<file path="config.mk">
export PLATFORM = sky130hd
export DESIGN_NAME = fpu_wrap
export DESIGN_NICKNAME = d
export VERILOG_FILES = /design/src/logic/fpu_pkg.sv /design/src/logic/fpu_wrap.sv /design/src/logic/fpu_exec_pipe.sv /design/src/logic/fpu_hold_buffer.sv /design/src/logic/fpu_decoder.sv
export VERILOG_INCLUDE_DIRS = /design/src /design/src/logic
export SDC_FILE = /design/constraint.sdc
export NUM_CORES = 1
export LEC_CHECK = 0
export ABC_CLOCK_PERIOD_IN_PS = 7500
export BUFFER_PORTS_ARGS = -buffer_cell sky130_fd_sc_hd__buf_2
export CORE_MARGIN = 3
export CORE_UTILIZATION = 58
export CTS_CLUSTER_SIZE = 25
export DETAILED_ROUTE_END_ITERATION = 10
export PLACE_DENSITY = 0.88
export SYNTH_ARGS = -nofsm -noshare
export SYNTH_HDL_FRONTEND = slang
export SYNTH_HIERARCHICAL = 1
export SYNTH_SLANG_ARGS = --single-unit
</file>
<file path="constraint.sdc">
create_clock -name clk_i -period 7.5 [get_ports clk_i]
set_clock_uncertainty 0.1 [all_clocks]
set_input_delay 0.75 -clock clk_i [delete_from_list [all_inputs] [get_ports clk_i]]
set_output_delay 0.75 -clock clk_i [all_outputs]
set_load 0.02 [all_outputs]
</file>
<file path="src/logic/fpu_settings.svh">
//----------------------------------------------------------------------
// Global sizes and constants of the scalar FP32 functional unit.
// Include this file wherever the data width, the tag width or the
// canonical NaN is needed.
//----------------------------------------------------------------------

`ifndef FPU_SETTINGS_SVH
`define FPU_SETTINGS_SVH

// Operand and result width, single precision only
`define FPU_FLEN 32

// Width of the transaction id carried alongside each request
`define FPU_TAG_BITS 3

`define FPU_QNAN 32'h7fc0_0000 // Canonical quiet NaN

`endif
</file>
<file path="src/logic/fpu_pkg.sv">
//----------------------------------------------------------------------
// Types shared by the FP functional unit: the issue-side operator,
// the internal operation and the packed request that flows from the
// hold buffer into the execution pipeline.
//----------------------------------------------------------------------

`include "fpu_settings.svh"

package fpu_pkg;

    // Operator as delivered by the issue stage
    typedef enum logic [2:0] {
        FSGNJ,    // Sign injection, variant in rm
        FMIN_MAX, // Min or max, variant in rm[0]
        FCLASS,
        FMV_F2X,  // FP register to integer register
        FMV_X2F   // Integer register to FP register
    } fu_op_e;

    // Operation as executed by the pipeline
    typedef enum logic [2:0] {
        OP_SGNJ,
        OP_SGNJN,
        OP_SGNJX,
        OP_MIN,
        OP_MAX,
        OP_CLASS,
        OP_MOVE   // Operand a passes through
    } fpu_op_e;

    // One issued request, 70 bits
    typedef struct packed {
        logic [`FPU_FLEN-1:0]     operand_a;
        logic [`FPU_FLEN-1:0]     operand_b;
        fpu_op_e                  op;
        logic [`FPU_TAG_BITS-1:0] tag;
    } fpu_req_t;

endpackage

</file>
<file path="src/logic/fpu_wrap.sv">
//----------------------------------------------------------------------
// Top level of the scalar FP32 functional unit. Issued requests are
// decoded, pass the protocol-inversion hold buffer and run through the
// two-stage execution pipeline; tagged results leave in issue order.
//----------------------------------------------------------------------

`timescale 1ns/100ps

`include "fpu_settings.svh"

module fpu_wrap import fpu_pkg::*; (
    input  logic                     clk_i,
    input  logic                     rst_ni,
    input  logic                     flush_i,
    input  logic                     fpu_valid_i,
    output logic                     fpu_ready_o,
    input  fu_op_e                   fu_op_i,
    input  logic [2:0]               rm_i,
    input  logic [`FPU_FLEN-1:0]     operand_a_i,
    input  logic [`FPU_FLEN-1:0]     operand_b_i,
    input  logic [`FPU_TAG_BITS-1:0] trans_id_i,
    output logic                     result_valid_o,
    input  logic                     result_ready_i,
    output logic [`FPU_FLEN-1:0]     result_o,
    output logic [`FPU_TAG_BITS-1:0] result_tag_o,
    output logic                     invalid_o
);

    fpu_op_e  issue_op;
    fpu_req_t issue_req, exec_req;
    logic     exec_valid, exec_ready;

    fpu_decoder fpu_decoder_i (
        .fu_op_i ( fu_op_i  ),
        .rm_i    ( rm_i     ),
        .op_o    ( issue_op )
    );

    assign issue_req = '{operand_a: operand_a_i, operand_b: operand_b_i,
                         op: issue_op, tag: trans_id_i};

    fpu_hold_buffer #(
        .payload_t ( fpu_req_t )
    ) fpu_hold_buffer_i (
        .clk_i   ( clk_i       ),
        .rst_ni  ( rst_ni      ),
        .flush_i ( flush_i     ),
        .valid_i ( fpu_valid_i ),
        .ready_o ( fpu_ready_o ),
        .data_i  ( issue_req   ),
        .valid_o ( exec_valid  ),
        .ready_i ( exec_ready  ),
        .data_o  ( exec_req    )
    );

    fpu_exec_pipe fpu_exec_pipe_i (
        .clk_i       ( clk_i          ),
        .rst_ni      ( rst_ni         ),
        .flush_i     ( flush_i        ),
        .in_valid_i  ( exec_valid     ),
        .in_ready_o  ( exec_ready     ),
        .req_i       ( exec_req       ),
        .out_valid_o ( result_valid_o ),
        .out_ready_i ( result_ready_i ), // Real back-pressure from writeback
        .result_o    ( result_o       ),
        .tag_o       ( result_tag_o   ),
        .invalid_o   ( invalid_o      )
    );

endmodule

</file>
<file path="src/logic/fpu_exec_pipe.sv">
//----------------------------------------------------------------------
// Two-stage execution pipeline of the FP32 unit. Stage 1 registers the
// request, stage 2 registers the result with its tag and NV flag.
// Handles sign injection, min/max, class and move.
//----------------------------------------------------------------------

`timescale 1ns/100ps

`include "fpu_settings.svh"

module fpu_exec_pipe import fpu_pkg::*; (
    input  logic                     clk_i,
    input  logic                     rst_ni,
    input  logic                     flush_i,
    input  logic                     in_valid_i,
    output logic                     in_ready_o,
    input  fpu_req_t                 req_i,
    output logic                     out_valid_o,
    input  logic                     out_ready_i,
    output logic [`FPU_FLEN-1:0]     result_o,
    output logic [`FPU_TAG_BITS-1:0] tag_o,
    output logic                     invalid_o
);

    logic                     s1_valid_q, s2_valid_q;
    fpu_req_t                 s1_req_q;
    logic [`FPU_FLEN-1:0]     s2_result_q;
    logic [`FPU_TAG_BITS-1:0] s2_tag_q;
    logic                     s2_nv_q;
    logic                     s1_advance, s2_advance;
    logic [`FPU_FLEN-1:0]     op_a, op_b, result_d;
    logic                     nv_d;
    logic                     a_nan, b_nan, a_snan, b_snan, a_lt_b;
    logic [9:0]               class_mask; // RISC-V FCLASS encoding

    // NaN when exponent all ones and mantissa non-zero
    function automatic logic is_nan(input logic [`FPU_FLEN-1:0] x);
        return (&x[30:23]) && (|x[22:0]);
    endfunction

    //------------------------------------------------------------------
    // Stage handshake
    //------------------------------------------------------------------

    assign s2_advance = !s2_valid_q || out_ready_i;
    assign s1_advance = !s1_valid_q || s2_advance;
    assign in_ready_o = s1_advance;

    assign op_a   = s1_req_q.operand_a;
    assign op_b   = s1_req_q.operand_b;
    assign a_nan  = is_nan(op_a);
    assign b_nan  = is_nan(op_b);
    assign a_snan = a_nan && !op_a[22]; // Quiet bit clear
    assign b_snan = b_nan && !op_b[22];

    // Magnitude order; -0 sorts below +0 via the sign test
    always_comb begin : p_order
        if (op_a[31] != op_b[31])
            a_lt_b = op_a[31];
        else if (op_a[31])
            a_lt_b = op_a[30:0] > op_b[30:0]; // Both negative, larger magnitude is smaller
        else
            a_lt_b = op_a[30:0] < op_b[30:0];
    end

    always_comb begin : p_class
        class_mask = '0;
        if (&op_a[30:23]) begin
            if (~|op_a[22:0])
                class_mask[op_a[31] ? 0 : 7] = 1'b1; // Infinity
            else
                class_mask[op_a[22] ? 9 : 8] = 1'b1; // Quiet or signaling NaN
        end else if (~|op_a[30:23]) begin
            if (~|op_a[22:0])
                class_mask[op_a[31] ? 3 : 4] = 1'b1; // Zero
            else
                class_mask[op_a[31] ? 2 : 5] = 1'b1; // Subnormal
        end else begin
            class_mask[op_a[31] ? 1 : 6] = 1'b1;     // Normal
        end
    end

    always_comb begin : p_result
        result_d = op_a;
        nv_d     = 1'b0;
        case (s1_req_q.op)
            OP_SGNJ:  result_d = {op_b[31], op_a[30:0]};
            OP_SGNJN: result_d = {~op_b[31], op_a[30:0]};
            OP_SGNJX: result_d = {op_a[31] ^ op_b[31], op_a[30:0]};
            OP_MIN,
            OP_MAX: begin
                nv_d = a_snan || b_snan; // Only signaling NaNs raise NV
                if (a_nan && b_nan)
                    result_d = `FPU_QNAN;
                else if (a_nan)
                    result_d = op_b;
                else if (b_nan)
                    result_d = op_a;
                else if ((s1_req_q.op == OP_MIN) == a_lt_b)
                    result_d = op_a;
                else
                    result_d = op_b;
            end
            OP_CLASS: result_d = {{(`FPU_FLEN-10){1'b0}}, class_mask};
            default:  result_d = op_a; // Move
        endcase
    end

    always_ff @(posedge clk_i or negedge rst_ni) begin : p_valid
        if (!rst_ni) begin
            s1_valid_q <= 1'b0;
            s2_valid_q <= 1'b0;
        end else if (flush_i) begin
            s1_valid_q <= 1'b0; // Drop everything in flight
            s2_valid_q <= 1'b0;
        end else begin
            if (s1_advance)
                s1_valid_q <= in_valid_i;
            if (s2_advance)
                s2_valid_q <= s1_valid_q;
        end
    end

    always_ff @(posedge clk_i) begin : p_data
        if (s1_advance && in_valid_i)
            s1_req_q <= req_i;
        if (s2_advance && s1_valid_q) begin
            s2_result_q <= result_d;
            s2_tag_q    <= s1_req_q.tag;
            s2_nv_q     <= nv_d;
        end
    end

    assign out_valid_o = s2_valid_q;
    assign result_o    = s2_result_q;
    assign tag_o       = s2_tag_q;
    assign invalid_o   = s2_nv_q;

endmodule

</file>
<file path="src/logic/fpu_hold_buffer.sv">
//----------------------------------------------------------------------
// Upstream protocol inversion. The issue side sees ready high unless
// a request arrives while the downstream unit is busy; that request is
// captured here and offered downstream until it is taken.
//----------------------------------------------------------------------

`timescale 1ns/100ps

module fpu_hold_buffer #(
    parameter type payload_t = logic
) (
    input  logic     clk_i,
    input  logic     rst_ni,
    input  logic     flush_i,
    input  logic     valid_i,
    output logic     ready_o,
    input  payload_t data_i,
    output logic     valid_o,
    input  logic     ready_i,
    output payload_t data_o
);

    typedef enum logic {READY, STALL} state_e;

    state_e   state_q, state_d;
    logic     hold_inputs;      // Capture data_i this cycle
    logic     use_hold;         // Drive downstream from the hold register
    payload_t hold_q;

    //------------------------------------------------------------------
    // FSM
    //------------------------------------------------------------------

    always_comb begin : p_fsm
        ready_o     = 1'b0;
        valid_o     = 1'b0;
        hold_inputs = 1'b0;
        use_hold    = 1'b0;
        state_d     = state_q;

        case (state_q)
            READY: begin
                ready_o = 1'b1;    // Looks ready to the issuer
                valid_o = valid_i; // Straight through
                // Unit busy, keep the request and block the issuer
                if (valid_i && !ready_i) begin
                    ready_o     = 1'b0;
                    hold_inputs = 1'b1;
                    state_d     = STALL;
                end
            end
            STALL: begin
                valid_o  = 1'b1;
                use_hold = 1'b1;
                if (ready_i) begin   // Held request consumed
                    ready_o = 1'b1;
                    state_d = READY;
                end
            end
            default: state_d = READY;
        endcase

        if (flush_i)
            state_d = READY; // Flush drops any held request
    end

    always_ff @(posedge clk_i or negedge rst_ni) begin : p_state
        if (!rst_ni)
            state_q <= READY;
        else
            state_q <= state_d;
    end

    always_ff @(posedge clk_i) begin : p_hold_reg
        if (hold_inputs)
            hold_q <= data_i;
    end

    assign data_o = use_hold ? hold_q : data_i;

endmodule

</file>
<file path="src/logic/fpu_decoder.sv">
//----------------------------------------------------------------------
// Input translation of the FP unit. Maps the issue-side operator and
// its rm field onto one internal operation. Purely combinational.
//----------------------------------------------------------------------

`timescale 1ns/100ps

module fpu_decoder import fpu_pkg::*; (
    input  fu_op_e     fu_op_i,
    input  logic [2:0] rm_i,
    output fpu_op_e    op_o
);

    //------------------------------------------------------------------
    // Operator translation
    //------------------------------------------------------------------

    always_comb begin : p_translate
        op_o = OP_MOVE; // Pass-through unless told otherwise

        case (fu_op_i)
            // Sign injection variant sits in rm (000-010)
            FSGNJ: begin
                case (rm_i)
                    3'b000:  op_o = OP_SGNJ;
                    3'b001:  op_o = OP_SGNJN;
                    3'b010:  op_o = OP_SGNJX;
                    default: op_o = OP_MOVE; // rm 011 and up is a plain copy of a
                endcase
            end

            // Min or max chosen by the lowest rm bit
            FMIN_MAX: begin
                if (rm_i[0])
                    op_o = OP_MAX;
                else
                    op_o = OP_MIN;
            end

            FCLASS: op_o = OP_CLASS; // rm is ignored

            // No recoding for moves, operand a goes straight out
            FMV_F2X,
            FMV_X2F: op_o = OP_MOVE;

            default: op_o = OP_MOVE;
        endcase
    end

endmodule

</file>
# Yosys cells after proc, flatten, opt, wreduce, memory -nomap -nowiden

Cells that the tools add are included.

Bitwise gates (word level): 3
Eq/ne operators: 11
Muxes and demuxes: 44
Reductions and logical operators: 32
Magnitude comparators: 12

Operators by type and width:

| operator            | number |
|---|---|
| $ge 32x1->1 const B | 5 |
| $lt 32x6->1 const B | 5 |
| $pmux 32 s5         | 1 |
| $mux 32             | 4 |
| $mux 70             | 1 |
| $reduce_or 23->1    | 2 |
| $mux 10             | 4 |
| $gt 31x31->1        | 1 |
| $lt 31x31->1        | 1 |
| $demux 1 s4         | 5 |
| $mux 1              | 19 |
| $pmux 3 s3          | 2 |
| $reduce_and 8->1    | 2 |
| $mux 3              | 5 |
| $logic_and 1x1->1   | 13 |
| $eq 3x2->1 const B  | 4 |
| $eq 3x1->1 const B  | 3 |
| $logic_not 3->1     | 3 |
| $reduce_or 8->1     | 1 |
| $eq 3x3->1 const B  | 2 |
| $pmux 1 s2          | 3 |
| $logic_not 1->1     | 5 |
| $reduce_bool 2->1   | 2 |
| $logic_or 1x1->1    | 3 |
| other kinds (5)     | 6 |

Word-level logic and storage cells: 116
Flip-flop bits (word level): 179
Bits of input ports: 78
Output and inout port bits: 38

# Depth between registers and ports, before layout

Gate-level depths: netlist of run 1.

Word-level depth: 9
Mapped depth: 13
Depth with buffers taken out: 11

# Cells and area by module

The synthesis of run 1 kept the hierarchy.

Modules (own cells, without submodules):

| module          | cells an instance | instances | area an instance (um2) | seq. area each (um2) |
|---|---|---|---|---|
| fpu_exec_pipe   | 362               | 1         | 4997.3                 | 3233.1 |
| fpu_hold_buffer | 153               | 1         | 3343.2                 | 2127.0 |
| fpu_decoder     | 11                | 1         | 71.3                   | 0.0 |

# Least setup slack after synthesis of run 1

OpenSTA, ideal clock, no wires.

Path type: input-to-reg
Start point: in result_ready_i
End point: reg fpu_hold_buffer_i/hold_q[0] in the netlist's numbering (enable)
Arrival time: 6157 ps
Buffers on the path: 0
Stages on the path: 3
Setup slack: 645 ps
Cells stage by stage: nor2b_1 > nand2_1 > nor3b_1

Longest elaborated chain between the ends: 6

Ends and longest elaborated chain:

| item                                    | RTL line              | text |
|---|---|---|
| from (decl)                             | fpu_wrap.sv:23        | `input logic result_ready_i,` |
| $logic_or 1x1->1                        | fpu_exec_pipe.sv:45   | `assign s2_advance = !s2_valid_q \|\| out_ready_i;` |
| $logic_or 1x1->1                        | fpu_exec_pipe.sv:46   | `assign s1_advance = !s1_valid_q \|\| s2_advance;` |
| named net exec_ready                    | fpu_wrap.sv:31        | `logic exec_valid, exec_ready;` |
| $logic_not 1->1                         | fpu_hold_buffer.sv:46 | `if (valid_i && !ready_i) begin` |
| $logic_and 1x1->1                       | fpu_hold_buffer.sv:46 |  |
| $mux 1                                  | fpu_hold_buffer.sv:46 |  |
| $mux 1                                  | fpu_hold_buffer.sv:41 | `case (state_q)` |
| named net fpu_hold_buffer_i.hold_inputs | fpu_hold_buffer.sv:26 | `logic hold_inputs;` |
| to (signal assigned)                    | fpu_hold_buffer.sv:76 | `hold_q <= data_i;` |
| to (decl)                               | fpu_hold_buffer.sv:28 | `payload_t hold_q;` |

The timed path passes the listed nets, and every way through them passes these cells.
A chain may end at the register's enable or synchronous reset.

# Final worst setup path of run 1

Start point: reg fpu_exec_pipe_i.s1_req_q, in the netlist fpu_exec_pipe_i/op_a[22]
End point: reg fpu_exec_pipe_i.s2_result_q[1], in the netlist fpu_exec_pipe_i/result_o[1] (data pin)

Longest elaborated chain between the ends: 9

Ends and longest elaborated chain:

| item                                         | RTL line                                 | text |
|---|---|---|
| from (decl)                                  | fpu_exec_pipe.sv:26                      | `fpu_req_t s1_req_q;` |
| from (signal assigned)                       | fpu_exec_pipe.sv:126                     | `s1_req_q <= req_i;` |
| $lt 31x31->1 or $gt 31x31->1 (tied branches) | fpu_exec_pipe.sv:63, fpu_exec_pipe.sv:61 |  |
| $mux 1                                       | fpu_exec_pipe.sv:60                      | `else if (op_a[31])` |
| $mux 1                                       | fpu_exec_pipe.sv:58                      | `if (op_a[31] != op_b[31])` |
| $eq 1x1->1                                   | fpu_exec_pipe.sv:99                      | `else if ((s1_req_q.op == OP_MIN) == a_lt_b)` |
| $mux 32                                      | fpu_exec_pipe.sv:99                      |  |
| $mux 32                                      | fpu_exec_pipe.sv:97                      | `else if (b_nan)` |
| $mux 32                                      | fpu_exec_pipe.sv:95                      | `else if (a_nan)` |
| $mux 32                                      | fpu_exec_pipe.sv:93                      | `if (a_nan && b_nan)` |
| $pmux 32 s5 (*)                              | fpu_exec_pipe.sv:86                      | `case (s1_req_q.op)` |
| named net fpu_exec_pipe_i.result_d[1]        | fpu_exec_pipe.sv:31                      | `` logic [`FPU_FLEN-1:0] op_a, op_b, result_d; `` |
| to (signal assigned)                         | fpu_exec_pipe.sv:128                     | `s2_result_q <= result_d;` |
| to (decl)                                    | fpu_exec_pipe.sv:27                      | `` logic [`FPU_FLEN-1:0] s2_result_q; `` |

Mark *: on every way through the listed nets, which the timed path passes. The rest lies on a longest branch.

==> results.yml, run 1 <==
clocking:
  tritoncts.num_buffers: 17
  htree_levels: 4
  cts_setup_buffers: 0
  clock_sinks: 179
  path_clk_slew_ns: 0.06
  clockBufferDepth: 2
  ctsResizeCount: 0
  tritoncts: "yes"
  clock_latency_ns: 0.42
  root_buffer: "clkbuf_16"
power_and_ir_drop:
  vdd_drop_max_uv: 161
  p_clk_share_pct: 38.9
  p_total_uw: 2260
  p_int_uw: 1760
  seqPwrFrac_pct: 52.0
  powerDensity_mw_per_mm2: 235
  total_switching_power_uw: 502
  switching_share_pct: 22.2
  leakagePower_uw: 0.00378
  p_comb_share_pct: 9.1
die:
  initial_core_util_pct: 59.9
  die_h_um: 126
  pin_count: 116
  rows: 43
  fp.coreArea_mm2: 0.0140
  die_w_um: 126
  dieArea_mm2: 0.0160
logic_synthesis:
  yosys-top-cells-count: "176 x edfxtp_1, 67 x mux2_4, 36 x inv_1"
  synth_area_leaders: "edfxtp_1 63%, mux2_4 12%, ha_1 4.6%, a22o_1 2.2%, buf_12 1.7%"
  ys_ff_latch: 179
  ys_warn_count: 6
  yosysMostFrequentCell: "edfxtp_1"
  seq_area_frac_synth_pct: 63.7
  synth_edf_count: 176
  syn_area_per_cell_um2: 16.0
  async_flop_share_pct: 1.68
  synth_nets: 635
  yosys.cell_types.count: 58
  synth_area_leader_cell: "edfxtp_1"
  syn_inst: 526
  ys.flop_type: "edfxtp_1"
  synth_top_area_share_pct: 62.8
  syn_area_mm2: 0.00841
critical_path:
  crit_fanout: 21
  path_class: "reg -> reg"
  crit_arrival_ns: 3.82
  required_ns: 7.68
  cp-start-kind: "flip-flop"
  cp-end-kind: "flip-flop"
layout:
  drive_gt1_share_pct: 36.0
  n_antenna_cell: 0
  fin_area_mm2: 0.00966
  fill_cells: 943
  area_growth_pct: 14.8
  nets: 757
sta:
  worst_slew_pin_slew_ns: 1.13
  hold_viol: 0
  max_freq_ghz: 0.275
  period_share_pct: 48.5
  final_max_slew_viol_count: 0
  rsz0062_at_grt: "no"
  setup_tns_ns: 0
  setup_viol: 0
  period_needed_ns: 3.64
  holdWs_ns: 0.313
  relSlewSlack_pct: 24.9
detailed_routing:
  drc_errors: 0
  wl_um: 17200
  drt_iter0_drc: 395
  drt-pass1-iter-count: 5
  antenna_left: 0
  wl_per_cell_um: 20.4
  vias: 4917
  viasPerCell: 5.85
grt:
  grt_use_met2_pct: 36.4
  grtUsageMet1_pct: 29.1
  top_usage_layer: "met2"
  grtUsageMet3_pct: 4.63
  grt_overflow: 0
  grt_pass1_wl_um: 27000
  grtUsageTotal_pct: 22.1
  grt_antenna_before_repair: 0
  first_global_vias: 5047
  grt_max_degree: 71
placed_design:
  post_dp_cell_area_mm2: 0.00905
  io_buffers: 115
  dp.final_hpwl_um: 12100
  place_congestion: 0.906
run_status:
  status: "completed"
run:
  drv_cap: 0
hold_path:
  hold_class: "reg -> reg"
repair_timing:
action	in CTS	in global routing
endpoints found under the hold margin	3	0
hold buffers	1	0
endpoints found under the setup margin	0	0
state kept, by name (all words and copies together), names as in the netlist:
signal / cells
fpu_exec_pipe_i/invalid_o: 1
fpu_exec_pipe_i/op_b: 32
fpu_exec_pipe_i/op_a: 32
fpu_exec_pipe_i/s1_valid_q: 1
fpu_exec_pipe_i/s1_req_q: 6
fpu_exec_pipe_i/tag_o: 3
fpu_hold_buffer_i/state_q: 1
fpu_exec_pipe_i/out_valid_o: 1
fpu_exec_pipe_i/result_o: 32
fpu_hold_buffer_i/hold_q: 70
power by group through the flow:
stage | Sequential [uW] | Clock (uW) | Combinational [uW]
after floorplan | 1200 | 0 | 123
after global placement | 1200 | 0 | 195
after detailed placement | 1200 | 0 | 204
after CTS | 1180 | 901 | 206
after global routing | 1180 | 945 | 225
final | 1180 | 881 | 206
stage by stage:
step                      setup slack [ns]  std cells  util (%)
final                                 3.86        841      68.8
after global placement                4.04        808      64.5
after detailed placement              3.90        808      64.5
after floorplan                      0.645        526         -
after CTS                             3.86        841      68.8
after global routing                  3.63        841      68.8
placed cells by master (no fill, tap or decap), drive strengths merged, types with 4 or more instances in the layout:
cell type and n:
a31oi 4, o21ai 8, edfxtp 176, nor4 15, ha 31, nor2 23
inv 37, nand2 23, a221o 9, nor3 6, mux2 70, nand4 14
a22o 21, nor2b 4, clkbuf 17, buf 119, o211ai 4, and2 6
a21oi 18, clkinv 9
cell families after synthesis:
kind of cell | count (synthesis) | share of synthesized area (%)
fa+ha+maj | 31 | 4.61
flops | 179 | 63.7
buf+inv | 53 | 4.08
xor+xnor | 2 | 0.298
simple gates | 106 | 6.95
compound gates | 82 | 7.48
mux | 73 | 12.9
critical path, stage by stage, from the launching register on:
cell	delay [ns]
edfxtp_1	0.51
ha_1	0.38
nand4_1	0.19
nor3_2	0.06
a221oi_1	0.26
o21ai_1	0.15
a21oi_2	0.22
mux2i_4	0.35
xnor2_2	0.11
a21oi_2	0.84
a221o_1	0.31
layer usage:
| layer | vias to the layer above | wire length, um |
|---|---|---|
| li1 | 2300 | - |
| met1 | 2416 | 7350 |
| met2 | 177 | 8650 |
| met3 | 24 | 868 |
| met4 | 0 | 293 |
| met5 | - | 0 |
worst paths after layout:
kind | start | to | slack (ns) | cells after the start
max | fpu_exec_pipe_i/op_a[22] | fpu_exec_pipe_i/result_o[1] | 3.86 | 10
min | fpu_exec_pipe_i/s1_req_q[2] | fpu_exec_pipe_i/tag_o[2] | 0.31 | 0
max reg2reg | fpu_exec_pipe_i/op_a[22] | fpu_exec_pipe_i/result_o[1] | 3.86 | 10
min reg2reg | fpu_exec_pipe_i/s1_req_q[2] | fpu_exec_pipe_i/tag_o[2] | 0.31 | 0
max in group asynchronous | rst_ni | fpu_hold_buffer_i/state_q | 6.61 | 2
min in group asynchronous | rst_ni | fpu_hold_buffer_i/state_q | 0.57 | 2
final cells by class:
cell class	instances	area (um^2)	share of cell area, %
Inverter	36	135	1.40
Multi-Input combinational cell	294	2730	28.2
Clock buffer	17	425	4.41
Sequential cell	179	5360	55.6
Tap cell	180	225	2.33
Timing Repair Buffer	120	616	6.38
Clock inverter	15	165	1.71
(Power assumes the default switching activity.)
==> run 2, diff against run 1 <==
--- a/config.mk
+++ b/config.mk
@@ -6,13 +6,13 @@
 export SDC_FILE = /design/constraint.sdc
 export NUM_CORES = 1
 export LEC_CHECK = 0
-export ABC_CLOCK_PERIOD_IN_PS = 7500
+export ABC_CLOCK_PERIOD_IN_PS = 3150
 export BUFFER_PORTS_ARGS = -buffer_cell sky130_fd_sc_hd__buf_2
 export CORE_MARGIN = 3
-export CORE_UTILIZATION = 58
+export CORE_UTILIZATION = 52
 export CTS_CLUSTER_SIZE = 25
 export DETAILED_ROUTE_END_ITERATION = 10
-export PLACE_DENSITY = 0.88
+export PLACE_DENSITY = 0.84
 export SYNTH_ARGS = -nofsm -noshare
 export SYNTH_HDL_FRONTEND = slang
 export SYNTH_HIERARCHICAL = 1
==> constraint.sdc (replaced) <==
create_clock -name clk_i -period 3.15 [get_ports clk_i]
set_clock_uncertainty 0.1 [all_clocks]
set_input_delay 0.315 -clock clk_i [delete_from_list [all_inputs] [get_ports clk_i]]
set_output_delay 0.315 -clock clk_i [all_outputs]
set_load 0.02 [all_outputs]
==> run 2 against run 1 <==
Compared with the run above:
- the run now ends with negative setup slack left
- critical path depth up 1
- cell area increased by 13%
- core utilization is 1.7 points higher
- register-to-register slack got worse by 3.9 ns
- routed wire length rose by 13%
- first-iteration DRC count down 4.6%
- fmax increased by 14%
- combinational power rose to 3.3 times the previous value
- clock power rose by 140%
- flip-flop and latch count unchanged
==> results.yml, run 2 (same netlist as run 1, synthesis figures left out) <==
detailed_routing:
  wl_per_cell_um: 19.5
  antenna_left: 0
  vias: 5460
  drc_errors: 0
  wl_um: 19400
  drt_iter0_drc: 377
  drt-pass1-iter-count: 5
  viasPerCell: 5.49
run_status:
  status: "finished with violations"
  failed_checks: "negative setup slack"
layout:
  seqCellArea_mm2: 0.00536
  nets: 880
  layout_commonest_cell: "edfxtp_1"
  drive_gt1_share_pct: 38.3
  fill_cells: 1014
  multiInputGateArea_mm2: 0.00278
  area_growth_pct: 30.1
  layout_common_cells: "176 x edfxtp_1, 115 x buf_2, 69 x dlygate4sd3_1"
  fin_area_mm2: 0.0109
  largest_reg_flops: 70
  n_antenna_cell: 0
  regMostFlops: "fpu_hold_buffer_i/hold_q"
clocking:
  root_buffer: "clkbuf_16"
  clock_latency_ns: 0.43
  clockBufferDepth: 2
  clock_sinks: 179
  htree_levels: 4
  tritoncts.num_buffers: 17
  path_clk_slew_ns: 0.06
  tritoncts: "yes"
hold_path:
  whs_path_depth: 4
  min_from: "result_ready_i"
  hold_class: "in -> reg"
  hold_path_end: "fpu_exec_pipe_i/out_valid_o"
die:
  die_w_um: 133
  rows: 45
  fp.coreArea_mm2: 0.0155
  pin_count: 116
  dieArea_mm2: 0.0177
  initial_core_util_pct: 54.1
  die_h_um: 133
power_and_ir_drop:
  leakagePower_uw: 0.00437
  p_total_uw: 5580
  vdd_drop_max_uv: 482
  powerDensity_mw_per_mm2: 509
grt:
  grt_max_degree: 71
  grt_antenna_before_repair: 0
  grt_pass1_wl_um: 30900
  first_global_vias: 5859
  grt_overflow: 0
  grtUsageTotal_pct: 22.5
sta:
  period_needed_ns: 3.20
  holdWs_ns: 0.0827
  setup_tns_ns: -0.442
  final_max_slew_viol_count: 0
  relSlewSlack_pct: 55.1
  max_freq_ghz: 0.312
  rsz0062_at_grt: "yes"
  period_share_pct: 102
  setup_viol: 19
  hold_viol: 0
  finalWorstSetupSlack_ns: -0.0548
  worst_slew_pin_slew_ns: 0.674
critical_path:
  r2r_slack_ns: -0.05
  r2r-end: "fpu_exec_pipe_i/result_o[9]"
  cp-start-kind: "flip-flop"
  path_class: "reg -> reg"
  required_ns: 3.23
  crit_arrival_ns: 3.28
  worst_r2r_path_depth: 11
  cp-end-kind: "flip-flop"
  rr_startpoint: "fpu_exec_pipe_i/op_a[5]"
  crit_fanout: 5
placed_design:
  io_buffers: 115
  place_congestion: 0.909
  pre_cts_slack_ns: -0.161
  post_dp_cell_area_mm2: 0.00955
  dp.final_hpwl_um: 12900
run:
  drv_cap: 0
[run 2: power breakdown]
part	internal (uW)	total (uW)	switching [uW]
Sequential	2730	2790	60.4
Combinational	356	672	316
Clock	1240	2110	871
[run 2: through the flow]
step | util, % | instances
3_5_place_dp | 61.4 | 888
4_1_cts | 70.3 | 994
3_3_place_gp | 61.4 | 888
6_report | 70.4 | 994
2_1_floorplan | - | 526
5_1_grt | 70.4 | 994
[run 2: final cells by class]
cell class	instances	area share (%)
Inverter	36	1.23
Multi-Input combinational cell	294	25.4
Clock buffer	18	3.92
Timing Repair Buffer	243	16.5
Sequential cell	179	49.0
Clock inverter	13	1.46
Tap cell	211	2.41
[run 2: repair_timing]
action	CTS	global route
cloned	1	0
hold buffers	69	0
setup buffers	5	0
endpoints found under the hold margin	73	0
gates resized for setup	9	2
endpoints found under the setup margin	27	32
pin swaps	12	1
[run 2: how the worst max path moves through the flow]
stage	from	to	slack, ns	cells after the start
after floorplan	fpu_exec_pipe_i/out_valid_o	fpu_hold_buffer_i/hold_q[0]	0.005	3
after global placement	fpu_exec_pipe_i/op_a[2]	fpu_exec_pipe_i/result_o[8]	-0.1	10
after detailed placement	fpu_exec_pipe_i/op_a[16]	fpu_exec_pipe_i/result_o[8]	-0.16	10
after CTS	fpu_exec_pipe_i/op_b[4]	fpu_exec_pipe_i/result_o[5]	-0.04	12
after global routing	fpu_exec_pipe_i/op_b[4]	fpu_exec_pipe_i/result_o[1]	-0.22	12
final	fpu_exec_pipe_i/op_a[5]	fpu_exec_pipe_i/result_o[9]	-0.05	11
[run 2: critical path: stages (launching register included)]
cell and delay [ns]:
edfxtp_1 0.40, ha_1 0.33, o21ai_0 0.19, nor2_1 0.07
o31ai_2 0.29, o211ai_1 0.18, a21oi_2 0.24, mux2i_4 0.34
buf_6 0.15, mux2i_4 0.26, o22ai_1 0.10, a221o_1 0.29
[run 2: metal layers]
layer | routed length (um) | up-vias | global-route usage, %
li1 | - | 2540 | -
met1 | 7880 | 2702 | 27.8
met2 | 10100 | 193 | 39.7
met3 | 1120 | 25 | 5.40
met4 | 280 | 0 | 6.23
met5 | 0 | - | 0
